==> src/common/armIsaPkg.sv <==
// ARM-style ISA definitions for the decode-stage sequencer; nv is treated as never, not as an extension space
package armIsaPkg;

	localparam int wordWidth = 32;       // Instruction and data word
	localparam int regListWidth = 16;    // LDM/STM register list bits [15:0]

	typedef logic [3:0] regIdx;          // Architectural register number

	// Micro-op register fields reuse R15 and R14 numbers
	localparam regIdx rzRegIdx = 4'd15;  // Scratch Rz, selected with the fifth address bit
	localparam regIdx lrRegIdx = 4'd14;  // Link register

	// Condition field, instr[31:28]
	typedef enum logic [3:0] {
		eq = 4'b0000,  // Z set
		ne = 4'b0001,  // Z clear
		cs = 4'b0010,  // C set
		cc = 4'b0011,  // C clear
		mi = 4'b0100,  // N set
		pl = 4'b0101,  // N clear
		vs = 4'b0110,  // V set
		vc = 4'b0111,  // V clear
		hi = 4'b1000,  // Unsigned higher
		ls = 4'b1001,  // Unsigned lower or same
		ge = 4'b1010,  // Signed greater or equal
		lt = 4'b1011,  // Signed less than
		gt = 4'b1100,  // Signed greater than
		le = 4'b1101,  // Signed less or equal
		al = 4'b1110,  // Always
		nv = 4'b1111   // Never
	} condCode;

	// CPSR flag nibble, same bit order as CPSR[31:28]
	typedef struct packed {
		logic n;  // Negative
		logic z;  // Zero
		logic c;  // Carry
		logic v;  // Overflow
	} armFlags;

endpackage

==> src/common/uOpPkg.sv <==
// Sequencer types; rz select bits only steer the fifth register address bit, the datapath owns Rz
package uOpPkg;

	// Sequencer FSM states
	typedef enum logic [2:0] {
		ready,     // Pass-through or first micro-op
		rsr,       // Second half of register-shifted-register op
		multiply,  // Add or accumulate after MUL into Rz
		bl,        // Plain branch after link move
		ldm,       // Load-multiple word walk
		stm        // Store-multiple word walk
	} seqState;

	// Decode classes, one per expansion
	typedef enum logic [2:0] {
		plain,       // Runs in one pass
		rsrOp,       // Data op with register-specified shift
		mulAcc,      // MLA, UMLAL, SMLAL
		branchLink,  // BL
		blockLoad,   // LDM
		blockStore   // STM
	} instrClass;

	// Register file port steering toward Rz
	typedef struct packed {
		logic ra1Init;  // Initial mux for read address 1
		logic wa3Rz;    // Write port goes to Rz
		logic ra2Rz;    // Read port 2 reads Rz
		logic ra1Rz;    // Read port 1 reads Rz
	} rzSelect;

	// Control bundle sent down the pipe with the micro-op
	typedef struct packed {
		logic    instrMux;      // Use micro-op instead of fetched word
		logic    holdFlags;     // No flag write this micro-op
		logic    uOpStall;      // Freeze fetch, more micro-ops follow
		logic    keepV;         // Preserve overflow across the multiply
		logic    prevRsr;       // Previous micro-op wrote Rz
		logic    blockForward;  // Forward Rz address between block words
		rzSelect rz;            // Fifth address bits
	} uOpCtrl;

endpackage

==> src/microSequencer/uOpFormer.sv <==
// Micro-op word builder; filler choice in LDM/STM follows blockForward from the sequencer
`timescale 1ns/100ps

module uOpFormer (
	input  logic [armIsaPkg::wordWidth-1:0] instr,
	input  uOpPkg::seqState                 state,
	input  uOpPkg::instrClass               cls,
	input  armIsaPkg::regIdx                nextReg,
	input  logic [11:0]                     startOffset,
	input  logic                            addUp,
	input  logic                            blockForward,
	output logic [armIsaPkg::wordWidth-1:0] uOpInstr
);

	logic [3:0]                      cond;        // Original condition, kept on every micro-op
	logic [armIsaPkg::wordWidth-1:0] fillerOp;    // ADD R0, R0, #0 with S clear
	logic [armIsaPkg::wordWidth-1:0] laterWord;   // Single transfer at Rz + 4

	assign cond = instr[31:28];

	assign fillerOp = {cond, 3'b001, 4'b0100, 1'b0, 20'b0};

	assign laterWord = {cond, 3'b010,
		1'b1,                   // P, pre-indexed
		1'b1,                   // U, add
		1'b0,                   // B, word access
		1'b0,                   // W, no writeback
		instr[20],              // L from the block op
		armIsaPkg::rzRegIdx,    // Base is Rz
		nextReg,
		12'd4};

	always_comb begin
		uOpInstr = instr;                                  // Plain pass-through
		case (state)
			uOpPkg::ready: begin
				case (cls)
					uOpPkg::rsrOp: begin               // MOV Rz, Rm shift Rs
						uOpInstr = {instr[31:25], 4'b1101, 1'b0,
							4'b0000, armIsaPkg::rzRegIdx, instr[11:0]};
					end
					uOpPkg::mulAcc: begin              // MUL Rz, Rm, Rs keeping sign bit
						uOpInstr = {instr[31:24], 1'b0, instr[22], 1'b0, 1'b0,
							armIsaPkg::rzRegIdx, 4'b0000, instr[11:0]};
					end
					uOpPkg::branchLink: begin          // MOV LR, PC
						uOpInstr = {cond, 3'b000, 4'b1101, 1'b0,
							4'b0000, armIsaPkg::lrRegIdx, 8'h00, 4'hF};
					end
					uOpPkg::blockLoad, uOpPkg::blockStore: begin
						uOpInstr = {cond, 3'b010,
							1'b1,              // Pre-indexed
							addUp,             // Direction from P/U mode
							1'b0,              // Word access
							1'b0,              // No writeback
							instr[20],
							instr[19:16],      // Base Rn
							nextReg,           // Lowest listed register
							startOffset};
					end
					default: uOpInstr = instr;
				endcase
			end
			uOpPkg::rsr: begin                             // Original op, Rz unshifted
				uOpInstr = {instr[31:12], 8'h00, armIsaPkg::rzRegIdx};
			end
			uOpPkg::multiply: begin
				if (!instr[23]) begin                      // MLA, ADD Rd, Rz, Rn
					uOpInstr = {cond, 7'b0000100, instr[20],
						armIsaPkg::rzRegIdx, instr[19:16], 8'h00, instr[15:12]};
				end else begin                             // RdLo and RdHi into the accumulator
					uOpInstr = {instr[31:16], instr[15:12], instr[15:12],
						4'b1001, instr[19:16]};
				end
			end
			uOpPkg::bl: begin                              // Plain B, link bit cleared
				uOpInstr = {instr[31:25], 1'b0, instr[23:0]};
			end
			uOpPkg::ldm, uOpPkg::stm: begin
				uOpInstr = blockForward ? laterWord : fillerOp;  // Filler on empty list or fail
			end
			default: uOpInstr = instr;
		endcase
	end

endmodule

==> src/microSequencer/uOpSequencer.sv <==
// Mealy sequencer; stall is a plain level that freezes the state while the outputs follow the held state
`timescale 1ns/100ps

module uOpSequencer (
	input  logic              clk,
	input  logic              reset,
	input  logic              stall,
	input  uOpPkg::instrClass cls,
	input  logic              condPass,
	input  logic [4:0]        remaining,
	output uOpPkg::seqState   state,
	output uOpPkg::uOpCtrl    ctrl
);

	uOpPkg::seqState nextState;

	always_ff @(posedge clk) begin
		if (reset) begin
			state <= uOpPkg::ready;
		end else if (!stall) begin
			state <= nextState;
		end
	end

	always_comb begin
		nextState = uOpPkg::ready;
		ctrl = '0;                                         // Plain pass-through
		case (state)
			uOpPkg::ready: begin
				case (cls)
					uOpPkg::rsrOp: begin
						ctrl.instrMux = 1'b1;
						ctrl.holdFlags = 1'b1;             // Shift must not touch flags
						ctrl.uOpStall = 1'b1;
						ctrl.rz.ra1Init = 1'b1;
						ctrl.rz.wa3Rz = 1'b1;              // Shift result into Rz
						nextState = uOpPkg::rsr;
					end
					uOpPkg::mulAcc: begin
						ctrl.instrMux = 1'b1;
						ctrl.uOpStall = 1'b1;
						ctrl.keepV = 1'b1;
						ctrl.rz.ra1Init = 1'b1;
						ctrl.rz.wa3Rz = 1'b1;              // Product into Rz
						nextState = uOpPkg::multiply;
					end
					uOpPkg::branchLink: begin
						ctrl.instrMux = 1'b1;
						ctrl.uOpStall = 1'b1;              // LR move first
						nextState = uOpPkg::bl;
					end
					uOpPkg::blockLoad, uOpPkg::blockStore: begin
						ctrl.instrMux = 1'b1;
						ctrl.holdFlags = 1'b1;
						ctrl.uOpStall = 1'b1;              // First word from Rn
						nextState = (cls == uOpPkg::blockLoad) ? uOpPkg::ldm : uOpPkg::stm;
					end
					default: nextState = uOpPkg::ready;
				endcase
			end
			uOpPkg::rsr: begin
				ctrl.instrMux = 1'b1;
				ctrl.prevRsr = 1'b1;
				ctrl.rz.ra2Rz = 1'b1;                      // Rz as operand 2
			end
			uOpPkg::multiply: begin
				ctrl.instrMux = 1'b1;
				ctrl.holdFlags = 1'b1;
				ctrl.prevRsr = 1'b1;
				ctrl.rz.ra1Rz = 1'b1;                      // Rz product on read port 1
			end
			uOpPkg::bl: begin
				ctrl.instrMux = 1'b1;                      // Branch with L cleared
			end
			uOpPkg::ldm, uOpPkg::stm: begin
				ctrl.instrMux = 1'b1;
				ctrl.holdFlags = 1'b1;
				if (condPass && remaining != 5'd0) begin
					ctrl.blockForward = 1'b1;              // Real transfer at Rz + 4
					ctrl.rz.ra1Rz = 1'b1;
					if (remaining != 5'd1) begin
						ctrl.uOpStall = 1'b1;
						nextState = state;                 // More words to go
					end
				end
			end
			default: nextState = uOpPkg::ready;
		endcase
	end

	// Stall freezes the list walk along with the FSM
	assert property (@(posedge clk) disable iff (reset)
		stall && (state == uOpPkg::ldm || state == uOpPkg::stm) |=> $stable(remaining));

	// Fetch must be released on the cycle that returns to ready
	assert property (@(posedge clk) disable iff (reset)
		(!stall && state != uOpPkg::ready) ##1 (state == uOpPkg::ready)
		|-> $past(!ctrl.uOpStall));

endmodule

==> src/rtl/condCheck.sv <==
// Pure combinational condition table; flags are taken as already settled for the decode cycle
`timescale 1ns/100ps

module condCheck (
	input  armIsaPkg::condCode cond,
	input  armIsaPkg::armFlags flags,
	output logic               condPass
);

	logic nEqV;  // Signed compare helper

	assign nEqV = (flags.n == flags.v);

	always_comb begin
		case (cond)
			armIsaPkg::eq: condPass = flags.z;
			armIsaPkg::ne: condPass = !flags.z;
			armIsaPkg::cs: condPass = flags.c;
			armIsaPkg::cc: condPass = !flags.c;
			armIsaPkg::mi: condPass = flags.n;
			armIsaPkg::pl: condPass = !flags.n;
			armIsaPkg::vs: condPass = flags.v;
			armIsaPkg::vc: condPass = !flags.v;
			armIsaPkg::hi: condPass = flags.c && !flags.z;   // Unsigned >
			armIsaPkg::ls: condPass = !flags.c || flags.z;   // Unsigned <=
			armIsaPkg::ge: condPass = nEqV;
			armIsaPkg::lt: condPass = !nEqV;
			armIsaPkg::gt: condPass = !flags.z && nEqV;
			armIsaPkg::le: condPass = flags.z || !nEqV;
			armIsaPkg::al: condPass = 1'b1;
			armIsaPkg::nv: condPass = 1'b0;                 // Never
			default:       condPass = 1'b0;
		endcase
	end

endmodule

==> src/rtl/instrClassifier.sv <==
// Only the four expansion classes are recognized; single load/store and BLX decode as plain
`timescale 1ns/100ps

module instrClassifier (
	input  logic [armIsaPkg::wordWidth-1:0] instr,
	output uOpPkg::instrClass               cls
);

	logic isRsr;      // Register-shifted-register data op
	logic isMiscOp;   // Opcode 10xx with S clear lives in misc space
	logic isMulAcc;   // Multiply with accumulate bit
	logic isBl;       // Branch with link
	logic isBlock;    // Load/store multiple

	always_comb begin
		isMiscOp = (instr[24:23] == 2'b10) && !instr[20];  // BX, MRS and friends
		isRsr    = (instr[27:25] == 3'b000) && !instr[7] && instr[4] && !isMiscOp;
		isMulAcc = (instr[27:24] == 4'b0000) && (instr[7:4] == 4'b1001) && instr[21];
		isBl     = (instr[27:24] == 4'b1011);               // L bit set
		isBlock  = (instr[27:25] == 3'b100);
	end

	// Priority order matches the bit-pattern overlap
	always_comb begin
		if (isRsr) begin
			cls = uOpPkg::rsrOp;
		end else if (isMulAcc) begin
			cls = uOpPkg::mulAcc;           // Bit 7 set so never RSR
		end else if (isBl) begin
			cls = uOpPkg::branchLink;
		end else if (isBlock) begin
			if (instr[20]) begin
				cls = uOpPkg::blockLoad;    // L bit
			end else begin
				cls = uOpPkg::blockStore;
			end
		end else begin
			cls = uOpPkg::plain;
		end
	end

endmodule

==> src/rtl/microOpUnit.sv <==
// Decode-stage micro-op sequencer top; all outputs are combinational from instr, flags and held state
`timescale 1ns/100ps

module microOpUnit (
	input  logic                            clk,
	input  logic                            reset,
	input  logic [armIsaPkg::wordWidth-1:0] instr,
	input  armIsaPkg::armFlags              flags,
	input  logic                            stall,
	output logic [armIsaPkg::wordWidth-1:0] uOpInstr,
	output uOpPkg::uOpCtrl                  ctrl
);

	uOpPkg::instrClass cls;
	uOpPkg::seqState   state;
	logic              condPass;
	logic [4:0]        remaining;
	armIsaPkg::regIdx  nextReg;
	logic [11:0]       startOffset;
	logic              addUp;

	instrClassifier classifier (
		.instr (instr),
		.cls   (cls)
	);

	condCheck condUnit (
		.cond     (armIsaPkg::condCode'(instr[31:28])),
		.flags    (flags),
		.condPass (condPass)
	);

	regListTracker tracker (
		.clk         (clk),
		.reset       (reset),
		.stall       (stall),
		.instr       (instr),
		.state       (state),
		.cls         (cls),
		.remaining   (remaining),
		.nextReg     (nextReg),
		.startOffset (startOffset),
		.addUp       (addUp)
	);

	uOpSequencer sequencer (
		.clk       (clk),
		.reset     (reset),
		.stall     (stall),
		.cls       (cls),
		.condPass  (condPass),
		.remaining (remaining),
		.state     (state),
		.ctrl      (ctrl)
	);

	uOpFormer former (
		.instr        (instr),
		.state        (state),
		.cls          (cls),
		.nextReg      (nextReg),
		.startOffset  (startOffset),
		.addUp        (addUp),
		.blockForward (ctrl.blockForward),
		.uOpInstr     (uOpInstr)
	);

endmodule

==> src/rtl/regListTracker.sv <==
// Block-transfer list walker; an empty list at LDM/STM entry is illegal and base writeback is not handled
`timescale 1ns/100ps

module regListTracker (
	input  logic                                 clk,
	input  logic                                 reset,
	input  logic                                 stall,
	input  logic [armIsaPkg::wordWidth-1:0]      instr,
	input  uOpPkg::seqState                      state,
	input  uOpPkg::instrClass                    cls,
	output logic [4:0]                           remaining,
	output armIsaPkg::regIdx                     nextReg,
	output logic [11:0]                          startOffset,
	output logic                                 addUp
);

	logic [armIsaPkg::regListWidth-1:0] listQ;       // Registers left after the current one
	logic [armIsaPkg::regListWidth-1:0] activeList;  // List the current cycle works from
	logic [armIsaPkg::regListWidth-1:0] trimmed;     // Active list without its lowest bit
	logic [armIsaPkg::regListWidth-1:0] listNext;
	logic [4:0]                         countM1;
	logic                               isBlock;
	logic                               walking;

	assign isBlock = (cls == uOpPkg::blockLoad) || (cls == uOpPkg::blockStore);
	assign walking = (state == uOpPkg::ldm) || (state == uOpPkg::stm);

	// Ready looks at the instruction's own list
	assign activeList = (state == uOpPkg::ready) ? instr[15:0] : listQ;
	assign trimmed    = activeList & (activeList - 1'b1);  // Drop lowest set bit
	assign remaining  = 5'($countones(activeList));
	assign countM1    = remaining - 5'd1;

	// Lowest set bit wins
	always_comb begin
		nextReg = '0;
		for (int i = armIsaPkg::regListWidth - 1; i >= 0; i--) begin
			if (activeList[i]) begin
				nextReg = armIsaPkg::regIdx'(i);
			end
		end
	end

	// P and U bits pick the first address
	always_comb begin
		case (instr[24:23])
			2'b00: begin                                   // DA, Rn - 4N + 4
				startOffset = 12'({countM1, 2'b00});
				addUp = 1'b0;
			end
			2'b01: begin                                   // IA, Rn
				startOffset = 12'd0;
				addUp = 1'b1;
			end
			2'b10: begin                                   // DB, Rn - 4N
				startOffset = 12'({remaining, 2'b00});
				addUp = 1'b0;
			end
			default: begin                                 // IB, Rn + 4
				startOffset = 12'd4;
				addUp = 1'b1;
			end
		endcase
	end

	always_comb begin
		listNext = listQ;                                  // Hold outside block walks
		if (walking || (state == uOpPkg::ready && isBlock)) begin
			listNext = trimmed;
		end
	end

	always_ff @(posedge clk) begin
		if (reset) begin
			listQ <= '0;
		end else if (!stall) begin
			listQ <= listNext;
		end
	end

	// A block transfer must list at least one register
	assert property (@(posedge clk) disable iff (reset)
		(state == uOpPkg::ready && isBlock) |-> (remaining != 5'd0));

endmodule

==> config.mk <==
export PLATFORM = sky130hd
export DESIGN_NAME = microOpUnit
export DESIGN_NICKNAME = d
export VERILOG_FILES = /design/src/common/armIsaPkg.sv /design/src/common/uOpPkg.sv /design/src/microSequencer/uOpFormer.sv /design/src/microSequencer/uOpSequencer.sv /design/src/rtl/condCheck.sv /design/src/rtl/instrClassifier.sv /design/src/rtl/microOpUnit.sv /design/src/rtl/regListTracker.sv
export SDC_FILE = /design/constraint.sdc
export NUM_CORES = 1
export LEC_CHECK = 0
export ABC_AREA = 1
export BUFFER_PORTS_ARGS = -buffer_cell sky130_fd_sc_hd__buf_2
export CELL_PAD_IN_SITES_DETAIL_PLACEMENT = 1
export CELL_PAD_IN_SITES_GLOBAL_PLACEMENT = 1
export CORE_MARGIN = 8
export CORE_UTILIZATION = 37
export DETAILED_ROUTE_END_ITERATION = 6
export PLACE_DENSITY_LB_ADDON = 0.1
export SETUP_SLACK_MARGIN = 0.2
export SLEW_MARGIN = 20
export SYNTH_ARGS = -nofsm -noshare
export SYNTH_HDL_FRONTEND = slang
export SYNTH_SLANG_ARGS = --single-unit
==> constraint.sdc <==
create_clock -name clk -period 7.8 [get_ports clk]
set_clock_uncertainty 0.05 [all_clocks]
set_input_delay 1.17 -clock clk [delete_from_list [all_inputs] [get_ports clk]]
set_output_delay 1.17 -clock clk [all_outputs]
set_load 0.005 [all_outputs]
==> out/qor.csv, run 1 <==
stage,metric,value,unit
clock_tree,clk_path_buf_depth,2,
timing,fmax,137,MHz
finish,nNetsFinal,666,
run,drv_cap,0,
clock_tree,cts_htree_levels,1,
clock_tree,clk_pin_slew,0.08,ns
power,combPwrFrac,0.885,
power,ir_worst_vdd,449,µV
power,power_density,458,nW/µm²
timing,finalCritPeriodShare,0.939,
power,intPower,750,µW
synth,yosysTopAreaCell,nand2_1,
floorplanning,num_io_pins,81,
grt,grt_pass1_vias,3872,
synth,ys_ff_latch,18,
critical_path,rrSetupSlack,1.88,ns
clock_tree,cts_root_buf,clkbuf_8,
synth,seq_area_frac_synth,0.114,
critical_path,path_class,in2out,
status,status,completed,
grt,grt_max_degree,24,
floorplanning,start_util,0.383,
timing,finalHoldViolCount,0,
synth,synth_warnings,0,
placement,place_inst,686,
floorplanning,die_y,108,µm
power,p_leak,1.99,nW
clock_tree,cts_tree,yes,
synth,syn_inst,514,
worst_hold_path,min_path_cells,2,
route,finalWirelength,12900,µm
critical_path,crit_path_end_kind,output port,
placement,gp_congestion,0.959,
worst_hold_path,holdPathEnd,tracker.listQ[2]$_SDFFE_PP0P_,
floorplanning,die_area,11800,µm²
finish,num-fill-cells,1189,
route,ant_nets,0,
grt,grtUsageTotal,0.218,
route,vias,3767,
timing,worst_slew_pin_slew,0.746,ns
grt,grt_pass1_wl,20300,µm
route,first_pass_iters,5,
power,pwr-share-clk,0.049,
floorplanning,rows,33,
timing,slew-limit-headroom,0.499,
synth,async_flop_share,0,
synth,yosys_most_used_dff,dfxtp_1,
route,drt-vias-per-instance,5.41,
finish,n_antenna_cell,0,
clock_tree,cts_hold_buf,0,
critical_path,crit_fanout,5,
power,power.switching,954,µW
clock_tree,clock_sinks,18,
critical_path,critPathLaunch,instr[15],
critical_path,regToRegStartpoint,sequencer.state[2]$_SDFFE_PP0P_,
critical_path,cp.required,6.58,ns
synth,syn_area,3160,µm²
placement,place_hpwl,10700,µm
synth,avgSynthCellArea,6.15,µm²
floorplanning,die_w,108,µm
placement,port_buffers,80,
critical_path,r2r_end,sequencer.state[1]$_SDFFE_PP0P_,
timing,fin_tns_setup,0,ns
critical_path,worstPathArrival,6.10,ns
finish,area_growth,17.7,%
clock_tree,clk_latency,0.26,ns
route,first_iter_violations,165,
floorplanning,core_area,8260,µm²
synth,syn_nets,588,
placement,dp_slack,0.275,ns
clock_tree,numCtsBuffers,3,
critical_path,worstRegToRegCells,25,
finish,final_cells,696,
grt,overflow,0,
synth,synth_area_leaders,"nand2_1 (12%), inv_1 (12%), dfxtp_1 (11%)",
worst_hold_path,min_from,tracker.listQ[2]$_SDFFE_PP0P_,
grt,antenna_found_initial,0,
critical_path,critPathLaunchType,input pin,
power,swShare,0.560,
timing,fin_crit,7.32,ns
timing,setup_viol,0,
synth,ys_types,49,
timing,worst_slack,0.478,ns
timing,rsz0062_at_grt,no,
route,drc,0,
power,seqPwrFrac,0.066,
synth,synth_edf_count,0,
synth,synth_top_area_frac,0.121,
finish,post_route_cells_drive_above_1_share,0.225,
timing,finalMaxSlewViolations,0,
route,wire_per_inst,18.5,µm
worst_hold_path,hp-class,reg2reg,
[metal layers]
| metal | vias up | part of all wire | global-route usage | wire, µm |
|---|---|---|---|---|
| li1 | 1827 | - | - | - |
| met1 | 1797 | 0.42 | 0.275 | 5480 |
| met2 | 123 | 0.48 | 0.376 | 6200 |
| met3 | 20 | 0.075 | 0.0440 | 961 |
| met4 | 0 | 0.020 | 0.0430 | 254 |
| met5 | - | 0 | 0 | 0 |
[sequential cells by signal (all words and copies together) (netlist names)]
register / cells
sequencer.state: 3
tracker.listQ: 15
[critical path, cell delays in order]
cell     delay, ns
buf_2         0.12
inv_2         0.10
nor2_1        0.07
a21oi_1       0.19
inv_1         0.11
ha_1          0.31
fa_1          0.55
inv_1         0.06
fa_1          0.40
inv_1         0.09
fa_1          0.44
fa_1          0.52
inv_1         0.05
ha_1          0.21
fa_1          0.41
xor2_2        0.20
nor2_1        0.10
a31oi_2       0.25
nand3_2       0.19
buf_4         0.19
o21ai_1       0.14
a21oi_1       0.07
nand2_1       0.05
buf_2         0.10
[layout make-up]
cell class,count,area [µm²],area share
repair buffers,89,468,0.126
clock buffers,4,55.1,0.0148
multi-input cells,373,2300,0.619
well taps,105,131,0.0353
flip-flops and latches,18,362,0.0972
inverters,107,402,0.108
[kinds of logic after synthesis]
family	Yosys count	synth area share
and+or+nand+nor	211	0.295
buffers and inverters	124	0.166
AOI/OAI and AO/OA	122	0.248
adders and majority gates	35	0.165
DFF	18	0.114
xor gates and xnor gates	4	0.0111
[cell usage after synthesis (all sizes together), types with 2 or more instances]
library cell    n
nor3            6
a31oi           4
o21ai          47
o211ai          2
nand3          29
o31ai           3
ha             24
xor2            4
o211a           3
nand2         110
a211oi          6
nand4           9
a21oi          33
fa             11
o22ai           9
clkbuf          4
nor2           53
o2111ai         5
inv           105
a22oi           3
clkinv          2
dfxtp          18
buf            13
[layout by cell type (no fill, tap or decap), drive strengths merged, types with 2 or more instances in the layout]
cell     instances
nor3             6
xor2             4
fa              11
o22ai            9
buf             89
nand3           30
clkbuf           4
o2111ai          5
nand2          110
ha              24
inv            105
a31oi            4
clkinv           2
o31ai            3
nor2            53
o211ai           2
dfxtp           18
o21ai           47
a22oi            3
a211oi           6
o211a            3
a21oi           33
nand4            9
[repair_timing]
action | in CTS | in global routing
resized for setup | 0 | 9
setup endpoints to repair | 0 | 14
setup buffers | 0 | 5
[power by group through the flow]
stage,Combinational [mW],Sequential [mW],Clock (mW)
3_5_place_dp,1.40,0.115,0
4_1_cts,1.42,0.113,0.0825
2_1_floorplan,1.03,0.113,0
5_1_grt,1.72,0.114,0.0880
3_3_place_gp,1.35,0.115,0
6_report,1.51,0.113,0.0832
[how the worst max path moves through the flow]
stage                    to  slack (ns)  cells after the start
2_1_floorplan  uOpInstr[12]        1.01                     24
3_3_place_gp   uOpInstr[12]        0.44                     26
3_5_place_dp   uOpInstr[12]        0.28                     26
4_1_cts             ctrl[7]        0.26                     24
5_1_grt        uOpInstr[13]        0.20                     25
6_report       uOpInstr[13]        0.48                     24
[stage by stage]
stage,instance area [µm²],total power [mW],util,hold slack (ns)
6_report,3720,1.70,0.450,0.422
2_1_floorplan,3160,1.15,-,0.382
3_5_place_dp,3600,1.52,0.436,0.405
3_3_place_gp,3600,1.47,0.436,0.399
5_1_grt,3720,1.93,0.450,0.453
4_1_cts,3650,1.61,0.442,0.418
Power figures use the tool's default switching activity.
==> run 2: changes to the inputs <==
- RECOVER_POWER: not set -> 100
==> run 2 against run 1 <==
  * Non-clock buffer count unchanged
  * Final cell count did not move
  * First-iteration DRC count rose by 11%
  * Via count rose by 0.19%
==> out/qor.csv, run 2 (same netlist as run 1, synthesis figures left out) <==
stage,metric,value,unit,change
status,status,completed,,
route,drt-vias-per-instance,5.42,,+0.19%
floorplanning,num_io_pins,81,,unchanged
grt,grt_max_degree,24,,unchanged
timing,finalHoldViolCount,0,,unchanged
critical_path,path_class,in2out,,
power,power_density,449,nW/µm²,-1.9%
timing,fmax,135,MHz,-1.0%
clock_tree,clock_sinks,18,,unchanged
timing,fin_crit,7.40,ns,+0.0759 ns
finish,num-fill-cells,1208,,+1.6%
route,vias,3774,,+0.19%
timing,finalMaxSlewViolations,0,,unchanged
grt,antenna_found_initial,0,,unchanged
power,intPower,712,µW,-5.1%
timing,fin_tns_setup,0,ns,unchanged
finish,finish.utilization,0.444,,-0.00667
grt,overflow,0,,unchanged
clock_tree,cts_root_buf,clkbuf_8,,
finish,area_growth,16.0,%,
timing,worst_slew_pin_slew,0.969,ns,+0.224 ns
finish,n_antenna_cell,0,,unchanged
floorplanning,die_w,108,µm,unchanged
route,wire_per_inst,18.6,µm,+0.64%
finish,mostFrequentLayoutCell,nand2_1,,
placement,place_area,3600,µm²,unchanged
critical_path,crit_path_end_kind,output port,,
floorplanning,die_area,11800,µm²,unchanged
power,combPwrFrac,0.881,,-0.004
grt,grt_pass1_vias,3872,,unchanged
timing,worst_slack,0.402,ns,-0.0759 ns
finish,largest_reg_flops,15,,unchanged
critical_path,crit_chain,"buf_2, inv_2, nor2_1, a21oi_1, inv_1, ha_1, fa_1, inv_1, fa_1, inv_1, fa_1, fa_1, inv_1, ha_1, fa_1, xor2_2, nor2_1, a31oi_1, nand3_2, inv_1, nand2_1, nand2_1, buf_2",,
floorplanning,rows,33,,unchanged
clock_tree,clk_pin_slew,0.08,ns,about the same
power,p_leak,1.90,nW,-4.7%
power,swShare,0.568,,+0.00794
floorplanning,core_area,8260,µm²,unchanged
timing,setup_viol,0,,unchanged
placement,place_hpwl,10700,µm,unchanged
critical_path,crit_fanout,6,,+1
critical_path,path_buf_inv,8,,unchanged
finish,final_cell_mix,"nand2_1 (103), inv_1 (97), buf_2 (50)",,
run,drv_cap,0,,unchanged
critical_path,worstPathArrival,6.18,ns,+0.08 ns
finish,final_cell_area,3660,µm²,-1.5%
timing,finalCritPeriodShare,0.948,,+0.00973
clock_tree,cts_htree_levels,1,,unchanged
placement,port_buffers,80,,unchanged
route,first_pass_iters,5,,unchanged
finish,top_register,tracker.listQ,,
placement,dp_slack,0.275,ns,unchanged
route,ant_nets,0,,unchanged
critical_path,critPathLaunchType,input pin,,
critical_path,worst_path_largest_cell_delay,0.55,ns,about the same
critical_path,cp.required,6.58,ns,about the same
finish,nNetsFinal,666,,unchanged
finish,top_regs,"tracker.listQ x15, sequencer.state x3",,
timing,rsz0062_at_grt,no,,
clock_tree,cts_tree,yes,,
power,seqPwrFrac,0.069,,+0.003
route,met2_length,6260,µm,+0.90%
route,wl_met3,923,µm,-4.0%
route,finalWirelength,13000,µm,+0.64%
power,power.switching,935,µW,-2.0%
route,drt-met1-wl,5550,µm,+1.3%
clock_tree,clk_path_buf_depth,2,,unchanged
finish,post_route_cells_drive_above_1_share,0.168,,-0.0575
timing,slew-limit-headroom,0.354,,-0.145
critical_path,critical_path.top_delay_family,adder cells,,
floorplanning,start_util,0.383,,unchanged
clock_tree,numCtsBuffers,3,,unchanged
power,pwr-share-clk,0.050,,about the same
worst_hold_path,hp-class,reg2reg,,
power,ir_worst_vdd,439,µV,-2.1%
clock_tree,cts_hold_buf,0,,unchanged
grt,grtUsageTotal,0.218,,unchanged
route,first_iter_violations,183,,+11%
grt,grt_pass1_wl,20300,µm,unchanged
floorplanning,die_y,108,µm,unchanged
placement,gp_congestion,0.959,,unchanged
route,topRoutingLayerUsed,met4,,
critical_path,crit_slowest_cell,fa_1,,
clock_tree,clk_latency,0.26,ns,about the same
route,drc,0,,unchanged
-- run 2: power groups by stage --
stage | sequential, mW | clock [mW] | combinational (mW)
after global placement | 0.115 | 0 | 1.35
final | 0.113 | 0.0828 | 1.45
after CTS | 0.113 | 0.0825 | 1.42
after global routing | 0.114 | 0.0880 | 1.67
after detailed placement | 0.115 | 0 | 1.40
after floorplan | 0.113 | 0 | 1.03
-- run 2: final timing paths --
check | slack, ns | depth (start not counted) | end | from
worst min-delay path | 0.42 | 2 | tracker.listQ[2]$_SDFFE_PP0P_ | tracker.listQ[2]$_SDFFE_PP0P_
worst max-delay path | 0.40 | 23 | ctrl[7] | instr[15]
worst min register to register | 0.42 | 2 | tracker.listQ[2]$_SDFFE_PP0P_ | tracker.listQ[2]$_SDFFE_PP0P_
worst max register to register | 1.79 | 25 | sequencer.state[1]$_SDFFE_PP0P_ | sequencer.state[2]$_SDFFE_PP0P_
-- run 2: area by class of cell --
type | count | area, µm² | share of cell area
Tap cell | 105 | 131 | 0.0358
Multi-Input combinational cell | 373 | 2290 | 0.624
Inverter | 107 | 402 | 0.110
Clock buffer | 4 | 55.1 | 0.0150
Timing Repair Buffer | 89 | 427 | 0.116
Sequential cell | 18 | 362 | 0.0987
-- run 2: repair_timing --
item                       in CTS  in global routing
resized for setup               0                  9
setup endpoints to repair       0                 14
buffers inserted                0                  5
-- run 2: metal layers --
metal,vias up,global-route usage
met5,-,0
met4,0,0.0430
met3,18,0.0440
met2,128,0.376
met1,1802,0.275
li1,1826,-
-- run 2: worst reg2reg max path: cells and delay by family (launching register included) --
kind,cells,cell delay [ns]
adders and majority gates,7,2.84
and+or+nand+nor,8,1.03
DFF,1,0.46
xor gates and xnor gates,1,0.20
buffers and inverters,6,0.77
AOI/OAI and AO/OA,3,0.59
-- run 2: stage by stage --
| stage | hold slack [ns] | std cells | power, mW |
|---|---|---|---|
| 4_1_cts | 0.418 | 690 | 1.61 |
| 6_report | 0.420 | 696 | 1.65 |
| 3_3_place_gp | 0.399 | 686 | 1.47 |
| 3_5_place_dp | 0.405 | 686 | 1.52 |
| 2_1_floorplan | 0.382 | 514 | 1.15 |
| 5_1_grt | 0.453 | 696 | 1.87 |
==> run 3: changes to the inputs <==
- CORE_ASPECT_RATIO: not set -> 0.5
- TNS_END_PERCENT: not set -> 100
==> run 3 against run 2 <==
  * Worst hold slack gained 0.0062 ns
  * Power grew 0.61%
  * Via count shrank 2.9%
  * Global-route usage shrank 0.56 points
  * Register-to-register slack gained 0.13 ns
  * Final cell count is the same
  * Combinational power is essentially flat
  * Maximum frequency grew 1.0%
  * Highest routed layer unchanged
==> out/qor.csv, run 3 (same netlist as run 1, synthesis figures left out) <==
stage,metric,value,unit,change
timing,fmax,137,MHz,+1.0%
finish,area_growth,15.0,%,
finish,seq_area,360,µm²,-0.35%
finish,top_register,tracker.listQ,,
timing,finalHoldViolCount,0,,unchanged
finish,top_regs,"tracker.listQ x15, sequencer.state x3",,
worst_hold_path,min_path_cells,2,,unchanged
clock_tree,clk_pin_slew,0.06,ns,-0.02 ns
finish,multiInputGateArea,2280,µm²,-0.55%
finish,num-fill-cells,1138,,-5.8%
timing,rsz0062_at_grt,no,,
route,drt-vias-per-instance,5.26,,-2.9%
floorplanning,die_w,147,µm,+35%
power,p_leak,1.85,nW,-2.6%
timing,finalMaxSlewViolations,0,,unchanged
route,finalWirelength,12800,µm,-1.1%
critical_path,path_class,in2out,,
critical_path,crit_path_end_kind,output port,,
clock_tree,cts_htree_levels,1,,unchanged
power,finalPower,1.66,mW,+0.61%
floorplanning,core_area,8140,µm²,-1.4%
placement,place_inst,691,,+0.73%
floorplanning,rows,23,,-30%
grt,grtUsageTotal,0.213,,-0.00560
timing,worst_slew_pin_slew,1.02,ns,+0.0461 ns
route,vias,3664,,-2.9%
finish,finish.utilization,0.446,,+0.00236
status,status,completed,,
placement,place_hpwl,10400,µm,-3.0%
critical_path,worstPathArrival,6.10,ns,-0.08 ns
finish,final_cells,696,,unchanged
placement,gp_congestion,0.921,,-4.0%
finish,largest_reg_flops,15,,unchanged
timing,fin_crit,7.32,ns,-0.0757 ns
critical_path,cp.required,6.58,ns,about the same
clock_tree,clk_path_buf_depth,2,,unchanged
grt,grt_max_degree,32,,+33%
grt,overflow,0,,unchanged
route,ant_nets,0,,unchanged
timing,hold_ws,0.427,ns,+0.00623 ns
critical_path,worstRegToRegCells,24,,-4.0%
route,first_iter_violations,168,,-8.2%
timing,slew-limit-headroom,0.323,,-0.0307
grt,grt_pass1_wl,20200,µm,-0.24%
clock_tree,cts_root_buf,clkbuf_16,,
critical_path,crit_fanout,7,,+1
finish,mostFrequentLayoutCell,nand2_1,,
clock_tree,cts_tree,yes,,
floorplanning,num_io_pins,81,,unchanged
finish,final_cell_mix,"nand2_1 (103), inv_1 (99), nor2_1 (47)",,
timing,setup_viol,0,,unchanged
clock_tree,cts_hold_buf,0,,unchanged
floorplanning,die_area,11900,µm²,+1.5%
floorplanning,start_util,0.388,,+0.00535
clock_tree,clk_latency,0.26,ns,about the same
grt,grt_pass1_vias,3721,,-3.9%
route,drc,0,,unchanged
clock_tree,clock_sinks,18,,unchanged
floorplanning,die_y,81.3,µm,-25%
worst_hold_path,hp-class,reg2reg,,
finish,n_antenna_cell,0,,unchanged
run,drv_cap,0,,unchanged
power,power_density,456,nW/µm²,+1.5%
placement,port_buffers,80,,unchanged
clock_tree,numCtsBuffers,3,,unchanged
route,first_pass_iters,4,,-1
timing,finalCritPeriodShare,0.939,,-0.00970
power,ir_worst_vdd,375,µV,-15%
finish,post_route_cells_drive_above_1_share,0.128,,-0.0391
critical_path,critPathLaunchType,input pin,,
timing,fin_tns_setup,0,ns,unchanged
finish,nNetsFinal,659,,-1.1%
route,wire_per_inst,18.4,µm,-1.1%
grt,antenna_found_initial,0,,unchanged
run 3: critical path: stages:
cell and delay, ns:
buf_2 0.12, inv_1 0.14, nor2_1 0.10, a21oi_1 0.18, inv_1 0.10, ha_1 0.32
fa_1 0.54, inv_1 0.05, fa_1 0.37, inv_1 0.08, fa_1 0.44, fa_1 0.52
inv_1 0.04, ha_1 0.22, fa_1 0.38, xor2_1 0.17, nor2_1 0.17, a31oi_1 0.13
nand3_1 0.17, clkbuf_1 0.32, o2111ai_1 0.20, clkbuf_1 0.15
run 3: metal layers:
| metal | GRT usage | up-vias | wire length, µm |
|---|---|---|---|
| li1 | - | 1814 | - |
| met1 | 0.292 | 1742 | 6530 |
| met2 | 0.351 | 96 | 5620 |
| met3 | 0.0294 | 12 | 557 |
| met4 | 0.0438 | 0 | 131 |
| met5 | 0 | - | 0 |
run 3: area by class of cell:
cell class	instances	share of cell area
tap	112	0.0386
inverter	107	0.111
sequential	18	0.0992
multi-input combinational	372	0.626
timing repair buffer	83	0.101
clock buffer	4	0.0244
run 3: what timing repair did:
| action | in CTS | in global routing |
|---|---|---|
| endpoints found under the setup margin | 7 | 14 |
| gates resized for setup | 1 | 2 |
| pin swaps | 0 | 3 |
| buffers inserted | 0 | 1 |
run 3: where the power goes:
group	internal, mW	total, mW	switching [mW]
sequential	0.104	0.113	0.00854
clock	0.0784	0.123	0.0442
combinational	0.534	1.42	0.888
total	0.716	1.66	0.941
run 3: final timing paths:
kind	startpoint	end	slack, ns
worst max-delay path	instr[15]	uOpInstr[24]	0.48
worst min-delay path	tracker.listQ[2]$_SDFFE_PP0P_	tracker.listQ[2]$_SDFFE_PP0P_	0.43
worst max register to register	sequencer.state[1]$_SDFFE_PP0P_	sequencer.state[1]$_SDFFE_PP0P_	1.92
worst min register to register	tracker.listQ[2]$_SDFFE_PP0P_	tracker.listQ[2]$_SDFFE_PP0P_	0.43
run 3: metrics by stage:
step / setup slack [ns] / area, µm²
3_3_place_gp: 0.408 / 3590
2_1_floorplan: 1.01 / 3160
6_report: 0.477 / 3630
5_1_grt: 0.178 / 3630
4_1_cts: 0.223 / 3680
3_5_place_dp: 0.253 / 3590
